File: config.mk
export PLATFORM = sky130hd
export DESIGN_NAME = raster_geometry_meter_flat
export DESIGN_NICKNAME = d
export VERILOG_FILES = /design/src/hdl/video_timing_pkg.sv /design/src/hdl/frame_buffer_ifs.sv /design/src/hdl/raster_geometry_meter.sv /design/src/flat_wrapper.sv
export SDC_FILE = /design/constraint.sdc
export NUM_CORES = 1
export LEC_CHECK = 0
export BUFFER_PORTS_ARGS = -buffer_cell sky130_fd_sc_hd__buf_4
export CAP_MARGIN = 20
export CORE_ASPECT_RATIO = 1.75
export CORE_MARGIN = 8
export CORE_UTILIZATION = 52
export DETAILED_ROUTE_END_ITERATION = 12
export PLACE_DENSITY = 0.86
export SYNTH_ARGS = -nofsm -noshare
export SYNTH_HDL_FRONTEND = slang
export SYNTH_SLANG_ARGS = --single-unit
File: constraint.sdc
create_clock -name pix_clk_rd -period 2.1 [get_ports pix_clk_rd]
set_input_delay 0.105 -clock pix_clk_rd [delete_from_list [all_inputs] [get_ports pix_clk_rd]]
set_output_delay 0.105 -clock pix_clk_rd [all_outputs]
set_load 0.03 [all_outputs]
File: src/hdl/video_timing_pkg.sv
`default_nettype none

package video_timing_pkg;

	// ======================================
	// Sync bundle
	// ======================================

	typedef struct packed {
		logic vs;   // Vertical sync
		logic hs;   // Horizontal sync
		logic de;   // Data enable, high in active video
	} sync_t;

	// Idle levels of the read timing
	localparam sync_t SYNC_RESET = '{vs: 1'b1, hs: 1'b1, de: 1'b0};

	// ======================================
	// Geometry
	// ======================================

	// Pixel or line count
	typedef logic [15:0] dim_t;

	// Assumed 720p until the first measurement lands
	localparam dim_t RESET_WIDTH  = 16'd1280;
	localparam dim_t RESET_HEIGHT = 16'd720;

endpackage

`default_nettype wire

File: src/hdl/frame_buffer_ifs.sv
`default_nettype none


// ======================================
// Raster position and geometry
// ======================================

interface raster_if;

	video_timing_pkg::sync_t sync;    // Registered sync
	logic                    de_now;  // Input DE, same cycle
	video_timing_pkg::dim_t  column;  // Pixel index in line
	video_timing_pkg::dim_t  line;    // Lines done this frame
	video_timing_pkg::dim_t  width;   // Last measured width
	video_timing_pkg::dim_t  height;  // Last measured height

	modport src (
		output sync,
		output de_now,
		output column,
		output line,
		output width,
		output height
	);

	modport dst (
		input sync,
		input de_now,
		input column,
		input line,
		input width,
		input height
	);

endinterface

`default_nettype wire

File: src/hdl/raster_geometry_meter.sv
`default_nettype none

module raster_geometry_meter (
	input  logic                    pix_clk_rd,
	input  logic                    reset,
	input  video_timing_pkg::sync_t sync_in,
	raster_if.src                   raster
);

	video_timing_pkg::sync_t sync_q;

	logic de_fall;
	logic vs_fall;
	logic vs_rise;

	video_timing_pkg::dim_t column_cnt;
	video_timing_pkg::dim_t line_cnt;
	video_timing_pkg::dim_t width_q;
	video_timing_pkg::dim_t height_q;

	// ======================================
	// Sync register and edges
	// ======================================

	always_ff @(posedge pix_clk_rd or posedge reset)
	begin
		if (reset)
		begin
			sync_q <= video_timing_pkg::SYNC_RESET;
		end
		else
		begin
			sync_q <= sync_in;
		end
	end

	// Edges seen between the input and its registered copy
	assign de_fall = ~sync_in.de & sync_q.de;
	assign vs_fall = ~sync_in.vs & sync_q.vs;
	assign vs_rise =  sync_in.vs & ~sync_q.vs;

	// ======================================
	// Column and line counters
	// ======================================

	always_ff @(posedge pix_clk_rd or posedge reset)
	begin
		if (reset)
		begin
			column_cnt <= '0;
		end
		else if (de_fall)
		begin
			column_cnt <= '0;   // End of active line
		end
		else if (sync_in.de)
		begin
			column_cnt <= column_cnt + 1'b1;
		end
	end

	// Counts completed lines, restarts at frame start
	always_ff @(posedge pix_clk_rd or posedge reset)
	begin
		if (reset)
		begin
			line_cnt <= '0;
		end
		else if (vs_fall)
		begin
			line_cnt <= '0;
		end
		else if (de_fall)
		begin
			line_cnt <= line_cnt + 1'b1;
		end
	end

	// ======================================
	// Measured geometry
	// ======================================

	always_ff @(posedge pix_clk_rd or posedge reset)
	begin
		if (reset)
		begin
			width_q  <= video_timing_pkg::RESET_WIDTH;
			height_q <= video_timing_pkg::RESET_HEIGHT;
		end
		else
		begin
			if (de_fall)
				width_q <= column_cnt;   // Pixels in the line just ended
			if (vs_rise)
				height_q <= line_cnt;    // Lines in the frame just ended
		end
	end

	assign raster.sync   = sync_q;
	assign raster.de_now = sync_in.de;
	assign raster.column = column_cnt;
	assign raster.line   = line_cnt;
	assign raster.width  = width_q;
	assign raster.height = height_q;

endmodule

`default_nettype wire

File: src/flat_wrapper.sv
// flat-port wrapper written by rule: the top's interface ports become plain ports
module raster_geometry_meter_flat 
  (pix_clk_rd, reset, sync_in, raster_sync, raster_de_now, raster_column, raster_line, raster_width, raster_height);
  raster_if raster_i ();
  input  logic pix_clk_rd;
  input  logic reset;
  input  video_timing_pkg::sync_t sync_in;
  output wire logic [$bits(raster_i.sync)-1:0] raster_sync;
  output wire logic [$bits(raster_i.de_now)-1:0] raster_de_now;
  output wire logic [$bits(raster_i.column)-1:0] raster_column;
  output wire logic [$bits(raster_i.line)-1:0] raster_line;
  output wire logic [$bits(raster_i.width)-1:0] raster_width;
  output wire logic [$bits(raster_i.height)-1:0] raster_height;
  assign raster_sync = raster_i.sync;
  assign raster_de_now = raster_i.de_now;
  assign raster_column = raster_i.column;
  assign raster_line = raster_i.line;
  assign raster_width = raster_i.width;
  assign raster_height = raster_i.height;
  raster_geometry_meter u_core (.pix_clk_rd(pix_clk_rd), .reset(reset), .sync_in(sync_in), .raster(raster_i));
endmodule
# --- Word level (Yosys, flattened, before mapping) ---
# Index checks and enable logic that the tools add are counted.
op_classes:
  addsub: 2
  reduce_logical: 2
  bitwise_logic: 6
  n_mux: 4
op_table:
  columns: ["cell", "n"]
  rows:
  - ["two-way mux 16 bit", 4]
  - ["adder 16 x 1 -> 16 bit (second input constant)", 2]
  - ["nonzero test 2 bit", 2]
  - ["bitwise AND 1 bit", 3]
  - ["NOT 1 bit", 3]
totals:
  out_inout_bits: 68
  input_bits: 5
  regBits: 67
  wordCells: 21

# --- Depth between registers and ports, before layout ---
# Gate-level depths: netlist of the first run.
logic_depth:
  depth_word: 4
  mapped_depth: 6
  ltp_nobuf: 5

# --- Worst setup path before layout of the first run ---
# Ideal clock, no wire load.
synth_path:
  path_type: "register to register"
  from: "reg u_core.sync_q (netlist bit u_core.raster.sync[2])"
  to: "reg u_core.height_q[0] (netlist: u_core.raster.height[0])"
  required_ps: 1975
  synth_period_minus_slack_ps: 1731
  n_path_buf: 2
  path_stages_with_launch: 5
  arrival_time_ps: 1606
  path_slack_ps: 369
  setup_time_ps: 125
  path_cell_list: "dfstp_2 -> nand2b_1 -> clkbuf_1 -> buf_2 -> mux2_2"
synth_between:
  elab_chain_len: 2
synth_lines:
  columns: ["element", "line_no", "rtl"]
  rows:
  - ["from (decl)", "raster_geometry_meter.sv:10", "video_timing_pkg::sync_t sync_q;"]
  - ["from (signal assigned)", "raster_geometry_meter.sv:29", "sync_q <= video_timing_pkg::SYNC_RESET;"]
  - ["from (signal assigned)", "raster_geometry_meter.sv:33", "sync_q <= sync_in;"]
  - ["NOT 1 bit", "raster_geometry_meter.sv:40", "assign vs_rise = sync_in.vs & ~sync_q.vs;"]
  - ["bitwise AND 1 bit", "raster_geometry_meter.sv:40", null]
  - ["to (signal assigned)", "raster_geometry_meter.sv:88", "height_q <= video_timing_pkg::RESET_HEIGHT;"]
  - ["to (signal assigned)", "raster_geometry_meter.sv:95", "height_q <= line_cnt;"]
  - ["to (decl)", "raster_geometry_meter.sv:19", "video_timing_pkg::dim_t height_q;"]
# Every way passes these cells.
# A chain may end at the register's enable or synchronous reset.

# --- Worst setup path after layout of the first run ---
layout_path:
  from: "in sync_in[0] in the netlist's numbering"
  to: "reg u_core.line_cnt[15] (netlist: u_core.raster.line[15])"
layout_between:
  elab_chain_len: 3
layout_lines:
  columns: ["element", "line_no", "rtl"]
  rows:
  - ["from (decl)", "flat_wrapper.sv:7", "input video_timing_pkg::sync_t sync_in;"]
  - ["NOT 1 bit", "raster_geometry_meter.sv:38", "assign de_fall = ~sync_in.de & sync_q.de;"]
  - ["bitwise AND 1 bit", "raster_geometry_meter.sv:38", null]
  - ["nonzero test 2 bit (no line)", null, null]
  - ["to (signal assigned)", "raster_geometry_meter.sv:75", "line_cnt <= line_cnt + 1'b1;"]
  - ["to (decl)", "raster_geometry_meter.sv:17", "video_timing_pkg::dim_t line_cnt;"]
# Every way passes these cells.

==> reports/qor.yml, run 1 <==
status:
  status: "finished, final reports clean"
clocking:
  clk_pin_slew_ns: 0.06
  cts_buffer_depth: 2
  clockRootBuffer: "clkbuf_8"
  clock_sinks: 67
  cts_tree: "built"
  cts_buffers: 9
  cts_setup_buffers: 0
  clk_latency_ns: 0.35
  htreeDepth: 3
grt:
  grt_overflow: 0
  antenna_found_initial: 0
  grt.total_usage_pct: 17.1
  grt_pass1_vias: 2255
  grt_max_degree: 56
  grt_pass1_wl_mm: 10.8
floorplan:
  start_util_pct: 52.7
  design.core.area_mm2: 0.00545
  die_area_mm2: 0.00825
  die_h_um: 114
  die_w_um: 72.2
  ios: 73
  row_count: 36
yosys:
  yosys_warnings: 0
  synthFlopType: "dfrtp_1"
  async_flop_share_pct: 100
  ys_seq_elements: 67
  ys_seq_area_share_pct: 58.7
  syn-cell-area_mm2: 0.00287
  syn_avg_cell_area_um2: 10.6
  synth_nets: 277
  syn_inst: 270
  synth_cell_types: 34
  synth_edf_count: 0
worst_setup_path:
  path_class: "in -> reg"
  critPathLaunch: "sync_in[0]"
  timing.rr.end: "u_core.raster.column[10]"
  cp_data_arrival_time_ns: 1.96
  r2r_cells: 5
  worstSetupStartpointType: "input port"
  cp-end-kind: "flop"
  reg2reg_from: "u_core.raster.column[1]"
  reg2reg_slack_ns: 0.47
  required_ns: 2.37
  critical_path.max_fanout: 16
routing:
  post_drt_wl_per_cell_um: 15.2
  routed_wirelength_mm: 6.55
  drtPass1Iterations: 4
  drt-met1-wl_mm: 2.46
  drtIter0Drc: 174
  highest_layer: "met4"
  final_antenna_net_count: 0
  met3WireLength_um: 392
  routed-via-count: 2233
  via_per_inst: 5.17
  met2_length_mm: 3.57
  drc: 0
final_layout:
  n_fill_cell: 425
  multi_input_area_mm2: 0.00110
  area_growth_pct: 29.3
  final_nets: 358
  drive_above_1_share_pct: 33.7
  antenna_cells: 0
  fin_util_pct: 68.1
  register_area_mm2: 0.00169
placed_design:
  gp_congestion: 0.772
  post-dp-hpwl_mm: 4.72
  portBuffers: 72
sta:
  period_share_pct: 80.4
  slew_headroom_pct: 70.8
  max_freq_ghz: 0.592
  slew_violations: 0
  rsz0062_at_grt: "no"
  finalHoldViolCount: 0
  tns_ns: 0
  worst_slew_pin_slew_ns: 0.437
  fin_crit_ns: 1.69
  finClkSkew_ns: 0.0100
  finalSetupViolCount: 0
hold_path:
  hold_path.class: "in -> async"
job:
  maxCapViolations: 0
power_and_ir_drop:
  p_leak_nw: 1.95
  irDropWorstVdd_mv: 0.590
  power.density_mw_per_mm2: 738
-- layout by cell type, fill, tap and decap left out, drive strengths merged, types with 8 or more instances in the layout --
cell    count
buf        80
nand2      74
dfrtp      59
nor2       17
mux2       15
clkbuf     13
nand4      11
mux2i      11
xor2       10
nand3       9
dfstp       8
-- power breakdown --
| group | total [W] | internal [W] | switching (W) |
|---|---|---|---|
| combinational | 0.000410 | 0.000150 | 0.000261 |
| clock | 0.000912 | 0.000456 | 0.000456 |
| sequential | 0.00142 | 0.00135 | 0.0000647 |
-- metal layers --
layer	vias to the layer above	GRT usage (%)
met5	-	0
met3	10	6.23
met1	1089	16.9
met2	65	29.7
met4	0	9.05
li1	1069	-
-- layout make-up --
type	instances	area share [%]
clock buffer	13	4.01
clock inverter	3	0.404
timing repair buffer	84	17.6
inverter	5	0.505
tap	76	2.56
sequential	67	45.4
multi-input combinational	184	29.5
-- registers in the layout (all words and copies together) (netlist names) --
register	cells
u_core.raster.column	16
u_core.raster.line	16
u_core.raster.sync	3
u_core.raster.width	16
u_core.raster.height	16
-- logic make-up (layout without fill, tap and decap cells) --
family | Yosys count | in the layout | share of synthesized area [%]
multiplexers | 26 | 26 | 9.71
AND/OR/NAND/NOR | 127 | 127 | 20.3
flip-flops | 67 | 67 | 58.7
buffers and inverters | 19 | 105 | 3.14
adder cells (fa/ha/maj) | 2 | 2 | 0.871
XOR/XNOR | 12 | 12 | 3.66
AO/OA/AOI/OAI | 17 | 17 | 3.57
-- synthesized netlist by cell type (all sizes together) (3+ instances only) --
master / count / area share, %
nand2: 74 / 9.7
dfrtp: 59 / 51
nor2: 17 / 2.2
mux2: 15 / 5.9
mux2i: 11 / 3.8
nand4: 11 / 2.4
xor2: 10 / 3.0
nand3: 9 / 2.0
dfstp: 8 / 7.3
a21oi: 7 / 1.2
buf: 7 / 1.6
clkbuf: 7 / 0.91
inv: 5 / 0.65
o21ai: 5 / 0.87
and3: 3 / 0.65
nand2b: 3 / 0.65
-- worst max-delay path by stage --
stage                          endpoint  cells after the start  slack, ns
2_1_floorplan   u_core.raster.column[0]                      1       0.33
5_1_grt        u_core.raster.column[10]                      5       0.33
6_report         u_core.raster.line[15]                      6       0.41
3_3_place_gp   u_core.raster.column[10]                      5       0.56
4_1_cts          u_core.raster.line[15]                      6       0.45
3_5_place_dp   u_core.raster.column[10]                      5       0.47
-- repair_timing --
item | CTS | global route
resized for setup | 0 | 0
endpoints found under the hold margin | 15 | 0
setup endpoints to repair | 0 | 0
hold buffers | 4 | 0
-- through the flow --
step	cell area, um^2	cells	setup slack [ns]	total power, W	hold slack [ns]
after detailed placement	3510	412	0.466	0.00185	0.0725
after CTS	3710	432	0.446	0.00279	0.249
final	3710	432	0.411	0.00274	0.276
after floorplan	2870	270	0.325	0.00169	0.109
after global routing	3710	432	0.335	0.00287	0.295
after global placement	3510	412	0.561	0.00184	0.0683
-- worst max-delay path: stages --
cell           delay, ns
dlygate4sd3_1       0.55
buf_4               0.19
and4b_4             0.38
nand3_4             0.11
or4_1               0.47
a21oi_1             0.15
(Power assumes the default switching activity.)
==> run 2, diff against run 1 <==
--- a/config.mk
+++ b/config.mk
@@ -5,13 +5,14 @@
 export SDC_FILE = /design/constraint.sdc
 export NUM_CORES = 1
 export LEC_CHECK = 0
+export ABC_AREA = 1
 export BUFFER_PORTS_ARGS = -buffer_cell sky130_fd_sc_hd__buf_4
 export CAP_MARGIN = 20
 export CORE_ASPECT_RATIO = 1.75
 export CORE_MARGIN = 8
-export CORE_UTILIZATION = 52
+export CORE_UTILIZATION = 48
 export DETAILED_ROUTE_END_ITERATION = 12
-export PLACE_DENSITY = 0.86
+export PLACE_DENSITY = 0.83
 export SYNTH_ARGS = -nofsm -noshare
 export SYNTH_HDL_FRONTEND = slang
 export SYNTH_SLANG_ARGS = --single-unit
==> constraint.sdc (replaced) <==
create_clock -name pix_clk_rd -period 1.4 [get_ports pix_clk_rd]
set_input_delay 0.07 -clock pix_clk_rd [delete_from_list [all_inputs] [get_ports pix_clk_rd]]
set_output_delay 0.07 -clock pix_clk_rd [all_outputs]
set_load 0.03 [all_outputs]
==> reports/qor.yml, run 2 <==
floorplan:
  die_h_um: 123
  row_count: 39
  die_area_mm2: 0.00951
  design.core.area_mm2: 0.00644
  start_util_pct: 48.9
  die_w_um: 77.2
  ios: 73
yosys:
  synth_cell_types: 29
  synth-adder-area-share_pct: 0.794
  synth_edf_count: 0
  synthTopCellsByArea: "dfrtp_1 (47%), nand2_1 (13%), dfstp_2 (6.7%), o21ai_0 (5.7%), inv_1 (5.7%)"
  synthFlopType: "dfrtp_1"
  yosysTopAreaCellShare_pct: 46.9
  yosys.area_share.simple_pct: 26.1
  syn-cell-area_mm2: 0.00315
  synth_top_family_by_area: "simple AND/OR/NAND/NOR gates"
  netlist_top_cells_count: "nand2_1 (107), dfrtp_1 (59), inv_1 (48)"
  ys_seq_elements: 67
  synth_xor_area_share_pct: 0
  ys_seq_area_share_pct: 53.5
  yosys.area.top_type: "dfrtp_1"
  synth.most_common_cell: "nand2_1"
  syn_avg_cell_area_um2: 8.56
  syn_inst: 368
  synth_compound_area_share_pct: 9.13
  yosys_warnings: 0
  async_flop_share_pct: 100
  synth_nets: 375
  synthMuxAreaShare_pct: 1.43
worst_setup_path:
  worstSetupStartpointType: "input port"
  r2r_cells: 8
  cp_data_arrival_time_ns: 1.54
  critPathLaunch: "sync_in[0]"
  timing.rr.end: "u_core.raster.line[15]"
  reg2reg_from: "u_core.raster.line[0]"
  required_ns: 1.62
  cp-end-kind: "flop"
  reg2reg_slack_ns: 0.08
  path_class: "in -> reg"
  critical_path.max_fanout: 14
grt:
  grt_pass1_vias: 2937
  grt_overflow: 0
  antenna_found_initial: 0
  grt_max_degree: 68
  grt_pass1_wl_mm: 13.7
  grt.total_usage_pct: 18.1
power_and_ir_drop:
  power.density_mw_per_mm2: 1100
  p_leak_nw: 2.12
  irDropWorstVdd_mv: 1.04
sta:
  worst_slew_pin_slew_ns: 0.519
  fin_crit_ns: 1.32
  slew_headroom_pct: 65.4
  rsz0062_at_grt: "yes"
  finClkSkew_ns: 0.00718
  max_freq_ghz: 0.756
  finalSetupViolCount: 0
  slew_violations: 0
  tns_ns: 0
  period_share_pct: 94.4
  finalHoldViolCount: 0
clocking:
  clockRootBuffer: "clkbuf_16"
  htreeDepth: 3
  cts_buffers: 9
  clock_sinks: 67
  clk_pin_slew_ns: 0.05
  cts_tree: "built"
  cts_buffer_depth: 2
  clk_latency_ns: 0.33
routing:
  routed-via-count: 2830
  via_per_inst: 5.15
  drc: 0
  routed_wirelength_mm: 8.35
  drtPass1Iterations: 4
  post_drt_wl_per_cell_um: 15.2
  final_antenna_net_count: 0
  drtIter0Drc: 207
placed_design:
  gp_congestion: 0.853
  dpl_cell_area_mm2: 0.00381
  portBuffers: 72
  post-dp-hpwl_mm: 5.98
final_layout:
  final_area_mm2: 0.00420
  drive_above_1_share_pct: 32.5
  area_growth_pct: 33.4
  final_nets: 469
  final_common_cell: "nand2_1"
  final_cell_mix: "nand2_1 (105), buf_4 (87), dfrtp_1 (54), inv_1 (47), o21ai_0 (36)"
  n_fill_cell: 563
  antenna_cells: 0
status:
  status: "finished, final reports clean"
hold_path:
  hold_path.class: "in -> async"
job:
  maxCapViolations: 0
run 2: cell count changes in the layout (fill, tap and decap cells not counted), sizes merged, moves of 5 or more:
cell	before	now
inv	5	50
nand2	74	113
o21ai	5	43
nor2	17	42
mux2	15	4
mux2i	11	0
xor2	10	0
nand3	9	18
buf	80	88
nand4	11	6
run 2: report_power, final:
part / internal, W / total (W) / switching, W
Combinational: 0.000187 / 0.000531 / 0.000343
Clock: 0.00124 / 0.00202 / 0.000784
Sequential: 0.00201 / 0.00207 / 0.0000594
run 2: metal layers:
layer / vias up / global-route usage [%] / routed length [um]
met2: 103 / 33.6 / 4600
met3: 23 / 6.26 / 510
met1: 1357 / 17.3 / 3000
met4: 0 / 8.79 / 247
met5: - / 0 / 0
li1: 1347 / - / -
run 2: worst max-delay path: stages:
cell and delay, ns:
dlygate4sd3_1 0.54, buf_4 0.18, inv_4 0.11, nand2_8 0.09, inv_6 0.14, nand2_4 0.08
nor2_4 0.13, nand3_1 0.08, nand2_1 0.06, nor2_1 0.05
run 2: area by class of cell:
class	count	area, um^2	share of cell area (%)
clock buffer	13	250	5.95
clock inverter	3	15.0	0.357
inverter	51	205	4.88
multi-input combinational	241	1220	29.1
sequential	67	1690	40.3
tap	82	103	2.44
timing repair buffer	92	713	17.0
run 2: logic make-up (layout without fill, tap and decap cells):
family,count (synthesis),after routing
simple gates,181,181
fa+ha+maj,2,2
compound gates,54,54
mux,4,4
buf+inv,60,159
flops,67,67
run 2: worst max-delay path by stage:
| stage | endpoint | slack [ns] | cells after the start |
|---|---|---|---|
| after CTS | u_core.raster.column[14] | 0.004 | 8 |
| final | u_core.raster.line[15] | 0.08 | 10 |
| after global placement | u_core.raster.line[10] | 0.08 | 7 |
| after floorplan | u_core.raster.column[14] | 0.002 | 8 |
| after global routing | u_core.raster.line[14] | -0.02 | 7 |
| after detailed placement | u_core.raster.column[12] | 0.03 | 8 |
run 2: stage by stage:
step | setup WS (ns) | utilization [%] | power, W | hold slack (ns) | cells
2_1_floorplan | 0.00245 | - | 0.00240 | 0.0745 | 368
3_3_place_gp | 0.0777 | 59.2 | 0.00258 | 0.179 | 525
3_5_place_dp | 0.0310 | 59.2 | 0.00259 | 0.181 | 525
4_1_cts | 0.00427 | 63.9 | 0.00462 | 0.379 | 545
5_1_grt | -0.0198 | 65.2 | 0.00479 | 0.402 | 549
6_report | 0.0779 | 65.2 | 0.00462 | 0.384 | 549
run 2: what timing repair did:
item                                    4_1_cts  5_1_grt
endpoints found under the hold margin        62        0
hold buffers                                  4        0
resized for setup                             0       19
buffers inserted                              0        4
endpoints found under the setup margin        0       15
==> run 3, diff against run 2 <==
==> constraint.sdc (replaced) <==
create_clock -name pix_clk_rd -period 1.4 [get_ports pix_clk_rd]
set_input_delay 0 -clock pix_clk_rd [delete_from_list [all_inputs] [get_ports pix_clk_rd]]
set_output_delay 0 -clock pix_clk_rd [all_outputs]
set_load 0.03 [all_outputs]
==> reports/qor.yml, run 3 (same netlist as run 2, synthesis figures left out) <==
routing:
  post_drt_wl_per_cell_um: 15.2
  met2_length_mm: 4.57
  highest_layer: "met4"
  routed-via-count: 2822
  drc: 0
  routed_wirelength_mm: 8.33
  drt-met1-wl_mm: 3.00
  drtIter0Drc: 198
  met3WireLength_um: 520
  via_per_inst: 5.14
  final_antenna_net_count: 0
  drtPass1Iterations: 4
clocking:
  cts_buffer_depth: 2
  htreeDepth: 3
  clockRootBuffer: "clkbuf_16"
  cts_tree: "built"
  clock_sinks: 67
  clk_pin_slew_ns: 0.05
  cts_buffers: 9
  clk_latency_ns: 0.33
final_layout:
  antenna_cells: 0
  final_nets: 469
  n_fill_cell: 558
  final_common_cell: "nand2_1"
  fin_util_pct: 65.2
  final_cell_mix: "nand2_1 (105), buf_4 (87), dfrtp_1 (55), inv_1 (47), o21ai_0 (36)"
  drive_above_1_share_pct: 32.3
  area_growth_pct: 33.3
grt:
  grt_overflow: 0
  grt_pass1_wl_mm: 13.7
  grt.total_usage_pct: 18.1
  grt_pass1_vias: 2937
  antenna_found_initial: 0
  grt_max_degree: 68
worst_setup_path:
  slowest_stage: "dfrtp_1"
  cp_num_buf_inv: 1
  worstSetupStartpointType: "flop"
  cp_cell_sequence: "nand2_1, inv_1, nand2_1, nor2_4, nand2_1, nand2_1, nand2_1, nor2_1"
  reg2reg_from: "u_core.raster.line[5]"
  cp_data_arrival_time_ns: 1.58
  slowest_delay_ns: 0.45
  timing.rr.end: "u_core.raster.line[14]"
  cpMostUsedCell: "nand2_1"
  critical_path.max_fanout: 6
  reg2reg_slack_ns: 0.08
  endpoint: "u_core.raster.line[14]"
  r2r_cells: 8
  cp.depth: 8
  critPathLaunch: "u_core.raster.line[5]"
  crit_family: "simple AND/OR/NAND/NOR gates"
  path_class: "reg -> reg"
  cp-end-kind: "flop"
  required_ns: 1.66
sta:
  worst_slew_pin_slew_ns: 0.527
  finalHoldViolCount: 0
  finalSetupViolCount: 0
  finClkSkew_ns: 0.00687
  slew_violations: 0
  rsz0062_at_grt: "yes"
  fin_crit_ns: 1.32
  period_share_pct: 94.2
  max_freq_ghz: 0.758
  slew_headroom_pct: 64.8
  worst_slack_ns: 0.0805
power_and_ir_drop:
  seqPwrFrac_pct: 44.8
  p_int_w: 0.00343
  clkPwrFrac_pct: 43.8
  power_switching_share_pct: 25.7
  power.density_mw_per_mm2: 1100
  finalPower_w: 0.00462
  p_switching_w: 0.00119
  pwr-share-comb_pct: 11.5
  irDropWorstVdd_mv: 1.04
  p_leak_nw: 2.13
placed_design:
  post-dp-hpwl_mm: 5.98
  place_ws_ns: 0.0310
  portBuffers: 72
  gp_congestion: 0.853
job:
  maxCapViolations: 0
floorplan:
  design.core.area_mm2: 0.00644
  row_count: 39
  die_area_mm2: 0.00951
  die_h_um: 123
  die_w_um: 77.2
  start_util_pct: 48.9
  ios: 73
status:
  status: "finished, final reports clean"
hold_path:
  hold_path.class: "in -> async"
-- run 3: cell counts in the layout (fill, tap and decap cells not counted) --
Identical to the previous run, type by type.
-- run 3: what timing repair did --
| item | in CTS | in global routing |
|---|---|---|
| setup endpoints to repair | 0 | 9 |
| setup buffers | 0 | 4 |
| hold buffers | 4 | 0 |
| hold endpoints to repair | 63 | 0 |
| gates resized for setup | 0 | 17 |
-- run 3: worst register-to-register path: cells and delay by family, from the launching register on --
family / cells / cell delay [ns]
simple gates: 7 / 0.71
flops: 1 / 0.45
buf+inv: 1 / 0.08
-- run 3: worst min path at each step --
stage / startpoint / to / slack [ns] / cells after the start
floorplan: sync_in[1] / u_core.raster.sync[1] / 0.004 / 0
global placement: sync_in[1] / u_core.raster.sync[1] / 0.11 / 1
detailed placement: sync_in[1] / u_core.raster.sync[1] / 0.11 / 1
CTS: sync_in[1] / u_core.raster.sync[1] / 0.31 / 2
global route: sync_in[1] / u_core.raster.sync[1] / 0.33 / 2
finish: reset / u_core.raster.width[1] / 0.31 / 4
-- run 3: final cells by class --
| type | instances | area (um^2) | share of cell area (%) |
|---|---|---|---|
| clock inverter | 3 | 15.0 | 0.358 |
| timing repair buffer | 92 | 713 | 17.0 |
| clock buffer | 13 | 250 | 5.96 |
| inverter | 51 | 203 | 4.83 |
| sequential | 67 | 1690 | 40.3 |
| tap | 82 | 103 | 2.44 |
| multi-input combinational | 241 | 1220 | 29.1 |
-- run 3: per-stage QoR --
stage | setup TNS (ns) | hold WS, ns | instances | cell area [um^2]
final | 0 | 0.310 | 549 | 4200
after global placement | 0 | 0.109 | 525 | 3810
after CTS | 0 | 0.309 | 545 | 4120
after global routing | -0.0524 | 0.332 | 549 | 4200
after floorplan | 0 | 0.00448 | 368 | 3150
after detailed placement | 0 | 0.111 | 525 | 3810
-- run 3: metal layers --
layer  GRT usage (%)  vias up
met2            33.6      104
met4            8.79        0
met1            17.3     1348
met5               0        -
met3            6.26       24
li1                -     1346
-- run 3: power groups by stage --
stage               combinational (W)  sequential, W  clock (W)
detailed placement           0.000492        0.00210          0
global route                 0.000572        0.00207    0.00214
finish                       0.000530        0.00207    0.00202
global placement             0.000480        0.00210          0
CTS                          0.000503        0.00207    0.00205
floorplan                    0.000181        0.00222          0
